## config.mk

```make
export PLATFORM = sky130hd
export DESIGN_NAME = cacheController
export DESIGN_NICKNAME = d
export VERILOG_FILES = /design/src/cachePkg.sv /design/src/cacheController.sv
export SDC_FILE = /design/constraint.sdc
export NUM_CORES = 1
export LEC_CHECK = 0
export ABC_AREA = 0
export BUFFER_PORTS_ARGS = -buffer_cell sky130_fd_sc_hd__buf_2
export CAP_MARGIN = 20
export CORE_ASPECT_RATIO = 1.25
export CORE_MARGIN = 5
export CORE_UTILIZATION = 33
export CTS_CLUSTER_DIAMETER = 40
export CTS_CLUSTER_SIZE = 14
export DETAILED_ROUTE_END_ITERATION = 7
export HOLD_SLACK_MARGIN = 0.12
export PLACE_DENSITY = 0.86
export SLEW_MARGIN = 20
export SYNTH_ARGS = -nofsm -noshare
export SYNTH_HDL_FRONTEND = slang
export SYNTH_SLANG_ARGS = --single-unit
```

## constraint.sdc

```tcl
create_clock -name Clock -period 3.3 [get_ports Clock]
set_input_delay 0.33 -clock Clock [delete_from_list [all_inputs] [get_ports Clock]]
set_output_delay 0.33 -clock Clock [all_outputs]
set_load 0.01 [all_outputs]
```

## src/cachePkg.sv

```systemverilog
//////////////////////////////
// Read cache shared types
//////////////////////////////

package cachePkg;

	// geometry
	parameter int AddrWidth    = 32;
	parameter int DataWidth    = 16;
	parameter int NumWays      = 4;
	parameter int NumSets      = 8;
	parameter int WordsPerLine = 8;

	// address fields, cpu address split as tag | index | word | byte
	typedef logic [DataWidth-1:0] dataT;          // one bus word
	typedef logic [24:0]          tagT;           // addr[31:7]
	typedef logic [2:0]           indexT;         // addr[6:4]
	typedef logic [2:0]           wordIdxT;       // addr[3:1]
	typedef logic [1:0]           wayT;           // way number 0..3
	typedef logic [2:0]           lruT;           // tree bits of one set

	//////////////////////////////
	// command structs
	//////////////////////////////

	// cpu request as held by the bus port, 50 bits
	typedef struct packed {
		logic    isWrite;                          // 1 = write-through, 0 = read
		tagT     tag;
		indexT   index;
		wordIdxT wordIdx;
		dataT    writeData;
		logic [1:0] byteEnable;                    // [1] upper byte, [0] lower byte
	} cpuCmdT;

	// DRAM opcodes
	typedef enum logic {
		dramBurstRead = 1'b0,                      // eight words, line aligned
		dramWrite     = 1'b1                       // single word
	} dramOpT;

	typedef struct packed {
		dramOpT op;
		logic [AddrWidth-1:0] address;             // bits 3:0 zero on a burst
		dataT   writeData;
		logic [1:0] byteEnable;
	} dramCmdT;

	//////////////////////////////
	// controller FSM
	//////////////////////////////

	typedef enum logic [2:0] {
		stReset,                                   // one cycle out of reset
		stInvalidate,                              // sweep all sets
		stIdle,
		stLookup,                                  // registered hit result valid here
		stHitRespond,
		stFill,                                    // burst line fill in flight
		stFillRespond,
		stWrite                                    // single word write-through
	} ctrlStateT;

endpackage
```

## src/cacheController.sv

```systemverilog
//////////////////////////////
// Cache control FSM
//////////////////////////////

`timescale 1ns/1ps

module cacheController (
	input  logic                Clock,
	input  logic                Reset_L,
	input  logic                reqValid,
	input  cachePkg::cpuCmdT    heldCmd,
	input  logic                hit,            // registered lookup result
	input  cachePkg::wayT       hitWay,
	input  cachePkg::dataT      lookupData,
	input  cachePkg::wayT       victimWay,      // from the LRU tree
	input  logic                done,           // DRAM transfer closed
	output logic                respond,
	output cachePkg::dataT      respondData,
	output cachePkg::indexT     clearIndex,     // swept set, else the held set
	output logic                clearWe,
	output logic                tagWe,
	output cachePkg::wayT       fillWay,
	output logic                invalidateWe,
	output cachePkg::wayT       invalidateWay,
	output logic                touchWe,
	output cachePkg::wayT       touchWay,
	output logic                start,
	output cachePkg::dramCmdT   startCmd
);

	cachePkg::ctrlStateT state, nextState;
	cachePkg::indexT     sweepIndex;            // set being invalidated
	cachePkg::wayT       victimReg;             // way chosen for the fill
	logic                issued;                // DRAM request already started
	logic                responded;             // current request already answered

	//////////////////////////////
	// state and control registers
	//////////////////////////////

	always_ff @(posedge Clock or negedge Reset_L) begin
		if (!Reset_L) begin
			state      <= cachePkg::stReset;
			sweepIndex <= '0;
			victimReg  <= '0;
			issued     <= 1'b0;
			responded  <= 1'b0;
		end else begin
			state <= nextState;
			if (state == cachePkg::stInvalidate)
				sweepIndex <= sweepIndex + 1'b1;
			if (state == cachePkg::stLookup)
				victimReg <= victimWay;         // latched before the touch moves it
			if (start)
				issued <= 1'b1;
			else if (done)
				issued <= 1'b0;
			if (respond)
				responded <= 1'b1;
			else if (!reqValid)
				responded <= 1'b0;              // port has closed the transfer
		end
	end

	//////////////////////////////
	// next state and outputs
	//////////////////////////////

	always_comb begin
		nextState     = state;
		respond       = 1'b0;
		clearWe       = 1'b0;
		tagWe         = 1'b0;
		invalidateWe  = 1'b0;
		touchWe       = 1'b0;
		touchWay      = victimReg;
		start         = 1'b0;
		case (state)
			cachePkg::stReset: nextState = cachePkg::stInvalidate;
			cachePkg::stInvalidate: begin
				clearWe = 1'b1;                 // valid bits and tree of one set
				if (sweepIndex == cachePkg::indexT'(cachePkg::NumSets - 1))
					nextState = cachePkg::stIdle;
			end
			cachePkg::stIdle: begin
				if (reqValid && !responded)
					nextState = cachePkg::stLookup;
			end
			cachePkg::stLookup: begin
				if (heldCmd.isWrite) begin
					nextState = cachePkg::stWrite;  // never allocates
				end else if (hit) begin
					touchWe   = 1'b1;
					touchWay  = hitWay;
					nextState = cachePkg::stHitRespond;
				end else begin
					nextState = cachePkg::stFill;
				end
			end
			cachePkg::stHitRespond: begin
				respond   = 1'b1;
				nextState = cachePkg::stIdle;
			end
			cachePkg::stFill: begin
				if (!issued) begin
					tagWe   = 1'b1;             // tag + valid for the victim way
					touchWe = 1'b1;
					start   = 1'b1;
				end
				if (done)
					nextState = cachePkg::stFillRespond;  // arrays re-read the word
			end
			cachePkg::stFillRespond: begin
				respond   = 1'b1;
				nextState = cachePkg::stIdle;
			end
			cachePkg::stWrite: begin
				if (!issued) begin
					start        = 1'b1;
					invalidateWe = hit;         // drop the stale line on a hit
				end
				if (done) begin
					respond   = 1'b1;
					nextState = cachePkg::stIdle;
				end
			end
			default: nextState = cachePkg::stReset;
		endcase
	end

	assign respondData   = lookupData;
	assign fillWay       = victimReg;
	assign invalidateWay = hitWay;
	assign clearIndex    = (state == cachePkg::stInvalidate) ? sweepIndex : heldCmd.index;

	// DRAM command, line aligned burst or the exact word on a write
	always_comb begin
		startCmd.writeData = heldCmd.writeData;
		if (heldCmd.isWrite) begin
			startCmd.op         = cachePkg::dramWrite;
			startCmd.address    = {heldCmd.tag, heldCmd.index, heldCmd.wordIdx, 1'b0};
			startCmd.byteEnable = heldCmd.byteEnable;
		end else begin
			startCmd.op         = cachePkg::dramBurstRead;
			startCmd.address    = {heldCmd.tag, heldCmd.index, 4'b0000};
			startCmd.byteEnable = 2'b11;        // reads are always full words
		end
	end

endmodule

```

==> results of run 1 <==
-- cells by family (layout without fill, tap and decap cells) --
family / count (synthesis) / count (layout) / share of synthesized area
flip-flops: 10 / 10 / 0.228
AND/OR/NAND/NOR: 20 / 20 / 0.111
buffers and inverters: 70 / 48 / 0.465
adder cells (fa/ha/maj): 2 / 2 / 0.0228
multiplexers: 9 / 9 / 0.0925
AO/OA/AOI/OAI: 11 / 11 / 0.0696
other: 1 / 1 / 0.00342
XOR/XNOR: 1 / 1 / 0.00799
-- final cells by class --
| type | count | area [um2] | area share |
|---|---|---|---|
| clock buffer | 3 | 41.3 | 0.0458 |
| inverter | 3 | 11.3 | 0.0125 |
| multi-input combinational | 44 | 337 | 0.374 |
| sequential | 10 | 250 | 0.278 |
| tap | 37 | 46.3 | 0.0514 |
| timing repair buffer | 42 | 215 | 0.239 |
-- cell usage in the layout, fill, tap and decap left out, drive strengths merged, types with 2 or more instances in the layout --
cell     n
and2     3
a21o     2
inv      3
nand2    4
clkbuf   3
nand2b   4
nor2     4
dfrtp   10
ha       2
o21ai    2
buf     41
mux2     9
-- layer usage --
| layer | vias to the layer above | routed length [um] |
|---|---|---|
| li1 | 297 | - |
| met1 | 274 | 659 |
| met2 | 51 | 946 |
| met3 | 24 | 340 |
| met4 | 0 | 126 |
| met5 | - | 0 |
-- power groups by stage --
stage | registers, mW | clock network [mW] | logic [mW]
after CTS | 0.257 | 0.122 | 0.318
after global placement | 0.253 | 0 | 0.311
after detailed placement | 0.258 | 0 | 0.315
after global routing | 0.270 | 0.129 | 0.352
final | 0.258 | 0.116 | 0.308
after floorplan | 0.221 | 0 | 0.330
-- repair_timing --
item                                   4_1_cts  5_1_grt
hold buffers                                 1        0
setup endpoints to repair                    0        0
resized for setup                            0        0
endpoints found under the hold margin       10        0
-- sequential cells by signal (all words and copies together) (netlist names) --
register / count
state: 3
issued: 1
fillWay: 2
responded: 1
sweepIndex: 3
-- how the worst min path moves through the flow --
stage	start	endpoint	slack (ps)
CTS	victimWay[0]	fillWay[0]$_DFFE_PN0N_	320
finish	victimWay[0]	fillWay[0]$_DFFE_PN0N_	320
detailed placement	Reset_L	responded$_DFFE_PN0P_	200
global placement	Reset_L	responded$_DFFE_PN0P_	200
floorplan	Reset_L	fillWay[0]$_DFFE_PN0N_	30
global route	victimWay[0]	fillWay[0]$_DFFE_PN0N_	320
-- critical path, cell delays in order (launching register included) --
cell and delay (ps):
sky130_fd_sc_hd__dfrtp_1 470, sky130_fd_sc_hd__nand2b_2 260, sky130_fd_sc_hd__nor3_2 230, sky130_fd_sc_hd__mux2_2 350, sky130_fd_sc_hd__buf_2 140
-- per-stage QoR --
step	area [um2]	setup slack [ps]
after floorplan	1100	1830
after global placement	850	1560
after detailed placement	850	1540
after CTS	901	1290
after global routing	901	1200
final	901	1300
==> reports/summary.json, run 1 <==
{
  "ys_warn_count": 0,
  "whs_path_depth": 2,
  "antenna_found_initial": 0,
  "criticalPathCategory": "reg2out",
  "p_clk_frac": 0.171,
  "p_sw_frac": 0.376,
  "netlist_instances": 124,
  "die-width_um": 61.5,
  "r2r.worst_path.cells": 3,
  "grt_util_met2": 0.139,
  "die_height_um": 74.4,
  "ratio_of_routed_vias_to_standard_cells": 4.65,
  "antenna_cells_inserted": 0,
  "worstPathMaxFanout": 11,
  "cts-buffers-inserted": 3,
  "rr_startpoint": "state[2]$_DFFE_PN0P_",
  "fmaxAchievable_mhz": 500,
  "yosysMostFrequentCell": "sky130_fd_sc_hd__buf_4",
  "relative_contribution_of_sequential_cells_to_total_power": 0.378,
  "gp_congestion": 0.771,
  "rsz_0062_raised_after_global_routing": "no",
  "yosysTopAreaCellShare": 0.445,
  "cts.sinks": 10,
  "leakage_power_nw": 0.466,
  "status": "finished clean",
  "hold_path_class": "in2reg",
  "timing.final.crit_share": 0.606,
  "cp_data_arrival_time_ps": 1670,
  "dr_total_vias": 646,
  "setup_violations": 0,
  "fin_cells": 139,
  "finalMaxSlewViolations": 0,
  "final_core_utilization": 0.282,
  "starting_drt_drc_count": 3,
  "worst_hold_slack_ps": 318,
  "post-dp-hpwl_um": 1770,
  "r2r_setup_slack_ps": 1910,
  "grt_pass1_vias": 643,
  "timing.max_cap.violations": 0,
  "area_growth_syn_to_layout_pct": -17.8,
  "std_cell_rows": 23,
  "clk_latency_ps": 220,
  "remaining_overflow_grt": 0,
  "worst_r2r_endpoint": "sweepIndex[2]$_DFFE_PN0P_",
  "wl_per_cell_um": 14.9,
  "total_routing_resource_utilization_after_global_routing": 0.0874,
  "worstSetupStartpointType": "register",
  "powerDensity_mw_per_mm2": 757,
  "initial_core_util": 0.343,
  "grt_busiest_layer": "met2",
  "first_pass_iters": 3,
  "synthFlopType": "sky130_fd_sc_hd__dfrtp_1",
  "yosysSeqAreaShare": 0.228,
  "netlist.top_cell.by_area": "sky130_fd_sc_hd__buf_4",
  "timing.final.crit_period_ps": 2000,
  "ys_types": 29,
  "peakVddDrop_mv": 0.299,
  "syn-cell-area_mm2": 0.00110,
  "nFillCells": 362,
  "async_reset_ff_frac": 1.00,
  "cts-root-to-sink-buffers": 2,
  "first_pass_grt_wire_length_um": 2970,
  "synth.net_count": 201,
  "ant_nets": 0,
  "cts-root-buf": "sky130_fd_sc_hd__clkbuf_8",
  "timing.setup.tns_ps": 0,
  "synth_area_leaders": "sky130_fd_sc_hd__buf_4, sky130_fd_sc_hd__dfrtp_1, sky130_fd_sc_hd__mux2_2",
  "design.core.area_mm2": 0.00319,
  "timing.final.hold_violations": 0,
  "clkTransAtPathRegs_ps": 40,
  "ratio_of_cells_with_drive_above_1_in_the_final_layout": 0.529,
  "synth.ff_latch_count": 10,
  "final.setup_skew_ps": 1.49,
  "worst_setup_path_endpoint": "touchWay[1]",
  "cp_data_required_time_ps": 2970,
  "synth_area_per_cell_um2": 8.84,
  "design_power_total_mw": 0.682,
  "ioPinCount": 157,
  "postCtsSetupRepairBufs": 0,
  "cts.htree.levels": 1,
  "tritoncts_clock_tree": "done",
  "placed_cells_incl_taps": 135,
  "dieArea_mm2": 0.00458,
  "switchingPower_mw": 0.257,
  "detail_route.drc_violations": 0,
  "intPower_mw": 0.425,
  "nets": 181,
  "combinationalPowerShare": 0.451,
  "grtUsageMet3": 0.0365,
  "detail_route.wirelength_um": 2070,
  "gr-usage-met1": 0.0841,
  "port_buffer_count": 41,
  "synth.cells.most_frequent": "sky130_fd_sc_hd__buf_4, sky130_fd_sc_hd__dfrtp_1, sky130_fd_sc_hd__mux2_2",
  "critical_path.startpoint": "state[2]$_DFFE_PN0P_",
  "timing.critical_path.to_type": "output port",
  "synth-edff-count": 0,
  "grt_start_max_net_pins": 13
}
Note: power is estimated with default switching activity, not from simulation.
==> run 2, diff against run 1 <==
--- a/config.mk
+++ b/config.mk
@@ -10,12 +10,12 @@
 export CAP_MARGIN = 20
 export CORE_ASPECT_RATIO = 1.25
 export CORE_MARGIN = 5
-export CORE_UTILIZATION = 33
+export CORE_UTILIZATION = 27
 export CTS_CLUSTER_DIAMETER = 40
 export CTS_CLUSTER_SIZE = 14
 export DETAILED_ROUTE_END_ITERATION = 7
 export HOLD_SLACK_MARGIN = 0.12
-export PLACE_DENSITY = 0.86
+export PLACE_DENSITY = 0.75
 export SLEW_MARGIN = 20
 export SYNTH_ARGS = -nofsm -noshare
 export SYNTH_HDL_FRONTEND = slang
==> constraint.sdc (replaced) <==
create_clock -name Clock -period 1.8 [get_ports Clock]
set_input_delay 0.18 -clock Clock [delete_from_list [all_inputs] [get_ports Clock]]
set_output_delay 0.18 -clock Clock [all_outputs]
set_load 0.01 [all_outputs]
==> reports/summary.json, run 2 (synthesis gave the netlist of run 1 again) <==
{
  "layout_common_cells": {"value": "sky130_fd_sc_hd__buf_2, sky130_fd_sc_hd__dfrtp_1, sky130_fd_sc_hd__mux2_2", "change": "unchanged"},
  "grt_start_max_net_pins": {"value": 11, "change": "was 13"},
  "worstSetupStartpointType": {"value": "register", "change": "unchanged"},
  "worst_setup_path_endpoint": {"value": "touchWay[0]", "change": "was touchWay[1]"},
  "remaining_overflow_grt": {"value": 0, "change": "unchanged"},
  "timing.final.hold_violations": {"value": 0, "change": "unchanged"},
  "design_power_total": {"value": 1.35, "unit": "mW", "change": "was 0.682 mW"},
  "final_core_utilization": {"value": 0.240, "change": "was 0.282"},
  "cts.htree.levels": {"value": 1, "change": "unchanged"},
  "status": {"value": "finished clean", "change": "unchanged"},
  "gp_congestion": {"value": 0.674, "change": "was 0.771"},
  "antenna_found_initial": {"value": 0, "change": "unchanged"},
  "detail_route.wirelength": {"value": 2210, "unit": "um", "change": "was 2070 um"},
  "timing.setup.tns": {"value": 0, "unit": "ps", "change": "unchanged"},
  "worstHoldStart": {"value": "victimWay[1]", "change": "was victimWay[0]"},
  "die_height": {"value": 81.2, "unit": "um", "change": "was 74.4 um"},
  "die-width": {"value": 67.0, "unit": "um", "change": "was 61.5 um"},
  "hold_path_class": {"value": "in2reg", "change": "unchanged"},
  "powerDensity": {"value": 1410, "unit": "mW/mm2", "change": "was 757 mW/mm2"},
  "most_common_cell_after_layout_fill_and_taps_aside": {"value": "sky130_fd_sc_hd__buf_2", "change": "unchanged"},
  "ant_nets": {"value": 0, "change": "unchanged"},
  "cp_data_arrival_time": {"value": 1520, "unit": "ps", "change": "was 1670 ps"},
  "post-dp-hpwl": {"value": 1900, "unit": "um", "change": "was 1770 um"},
  "dieArea": {"value": 0.00544, "unit": "mm2", "change": "was 0.00458 mm2"},
  "rr_startpoint": {"value": "state[2]$_DFFE_PN0P_", "change": "unchanged"},
  "setup_violations": {"value": 0, "change": "unchanged"},
  "worst_r2r_endpoint": {"value": "sweepIndex[2]$_DFFE_PN0P_", "change": "unchanged"},
  "cp_data_required_time": {"value": 1620, "unit": "ps", "change": "was 2970 ps"},
  "fmaxAchievable_mhz": 587,
  "std_cell_rows": {"value": 26, "change": "was 23"},
  "timing.final.crit_period_ps": 1700,
  "tritoncts_clock_tree": {"value": "done", "change": "unchanged"},
  "detail_route.drc_violations": {"value": 0, "change": "unchanged"},
  "critical_path.startpoint": {"value": "state[2]$_DFFE_PN0P_", "change": "unchanged"},
  "initial_core_util": {"value": 0.274, "change": "was 0.343"},
  "nFillCells": {"value": 448, "change": "was 362"},
  "final.setup_skew": {"value": 4.58, "unit": "ps", "change": "was 1.49 ps"},
  "cts-root-to-sink-buffers": {"value": 2, "change": "unchanged"},
  "relative_contribution_of_sequential_cells_to_total_power": {"value": 0.319, "change": "was 0.378"},
  "worstPathMaxFanout": {"value": 3, "change": "was 11"},
  "switchingPower": {"value": 0.498, "unit": "mW", "change": "was 0.257 mW"},
  "area_growth_syn_to_layout": {"value": -12.3, "unit": "%", "change": "was -17.8%"},
  "timing.critical_path.to_type": {"value": "output port", "change": "unchanged"},
  "cts.sinks": {"value": 10, "change": "unchanged"},
  "cts-buffers-inserted": {"value": 3, "change": "unchanged"},
  "clk_latency": {"value": 230, "unit": "ps", "change": "was 220 ps"},
  "r2r.worst_path.cells": {"value": 3, "change": "unchanged"},
  "total_routing_resource_utilization_after_global_routing": {"value": 0.0826, "change": "was 0.0874"},
  "r2r_setup_slack": {"value": 540, "unit": "ps", "change": "was 1910 ps"},
  "grt_pass1_vias": {"value": 702, "change": "was 643"},
  "leakage_power": {"value": 0.486, "unit": "nW", "change": "was 0.466 nW"},
  "timing.max_cap.violations": {"value": 0, "change": "unchanged"},
  "timing.final.crit_share": 0.946,
  "dr_total_vias": {"value": 650, "change": "was 646"},
  "p_clk_frac": {"value": 0.200, "change": "was 0.171"},
  "ioPinCount": {"value": 157, "change": "unchanged"},
  "port_buffer_count": {"value": 41, "change": "unchanged"},
  "first_pass_iters": {"value": 3, "change": "unchanged"},
  "first_pass_grt_wire_length": {"value": 3340, "unit": "um", "change": "was 2970 um"},
  "wl_per_cell": {"value": 13.7, "unit": "um", "change": "was 14.9 um"},
  "design.core.area": {"value": 0.00400, "unit": "mm2", "change": "was 0.00319 mm2"},
  "starting_drt_drc_count": {"value": 2, "change": "was 3"},
  "clkTransAtPathRegs": {"value": 50, "unit": "ps", "change": "was 40 ps"},
  "ratio_of_cells_with_drive_above_1_in_the_final_layout": {"value": 0.552, "change": "was 0.529"},
  "antenna_cells_inserted": {"value": 0, "change": "unchanged"},
  "finalMaxSlewViolations": {"value": 0, "change": "unchanged"},
  "peakVddDrop": {"value": 0.625, "unit": "mV", "change": "was 0.299 mV"},
  "combinationalPowerShare": {"value": 0.481, "change": "was 0.451"},
  "nets": {"value": 183, "change": "was 181"},
  "cts-root-buf": {"value": "sky130_fd_sc_hd__clkbuf_8", "change": "unchanged"},
  "intPower": {"value": 0.856, "unit": "mW", "change": "was 0.425 mW"},
  "criticalPathCategory": {"value": "reg2out", "change": "unchanged"},
  "ratio_of_routed_vias_to_standard_cells": {"value": 4.04, "change": "was 4.65"},
  "p_sw_frac": {"value": 0.368, "change": "was 0.376"},
  "rsz_0062_raised_after_global_routing": {"value": "no", "change": "unchanged"}
}
-- run 2: cell types whose count changed in the layout (fill, tap and decap cells not counted), sizes merged --
cell    previous run  this run
buf               41        43
clkbuf             3         4
-- run 2: power by group through the flow --
stage,Clock (mW),Sequential [mW],Combinational [mW]
2_1_floorplan,0,0.405,0.605
5_1_grt,0.296,0.455,0.740
3_5_place_dp,0,0.433,0.657
3_3_place_gp,0,0.424,0.643
6_report,0.271,0.432,0.651
4_1_cts,0.283,0.429,0.660
-- run 2: final cells by class --
class / instances / area, um2 / share of cell area
clock buffer: 4 / 55.1 / 0.0573
inverter: 3 / 11.3 / 0.0117
multi-input combinational: 44 / 343 / 0.357
sequential: 10 / 251 / 0.262
tap: 56 / 70.1 / 0.0729
timing repair buffer: 44 / 230 / 0.240
-- run 2: layer usage --
metal  track usage  share of wire
met5             0              0
met4         0.101          0.091
met3        0.0304           0.14
met2         0.133           0.46
met1        0.0707           0.30
-- run 2: per-stage QoR --
step                worst slack [ps]  hold slack [ps]  std cells  area (um2)
floorplan                        484             -116        124        1100
global placement                 322             59.0        156         888
detailed placement               287             58.3        156         888
CTS                             42.1              161        161         953
global route                    6.36              165        161         961
finish                          96.9              164        161         961
-- run 2: what timing repair did --
action	CTS	global route
hold buffers	1	0
endpoints found under the setup margin	0	5
resized for setup	0	2
endpoints found under the hold margin	10	0
buffers inserted	0	0
-- run 2: how the worst min path moves through the flow --
stage,endpoint,slack [ps],depth (start not counted)
final,fillWay[1]$_DFFE_PN0N_,160,2
after detailed placement,issued$_DFFE_PN0P_,60,1
after floorplan,fillWay[0]$_DFFE_PN0N_,-120,0
after CTS,fillWay[1]$_DFFE_PN0N_,160,2
after global placement,responded$_DFFE_PN0P_,60,1
after global routing,fillWay[1]$_DFFE_PN0N_,160,2
-- run 2: worst max-delay path: stages (launching register included) --
cell and delay (ps):
sky130_fd_sc_hd__dfrtp_1 370, sky130_fd_sc_hd__nand2b_2 220, sky130_fd_sc_hd__nor3_4 210, sky130_fd_sc_hd__mux2_2 350
sky130_fd_sc_hd__buf_2 140
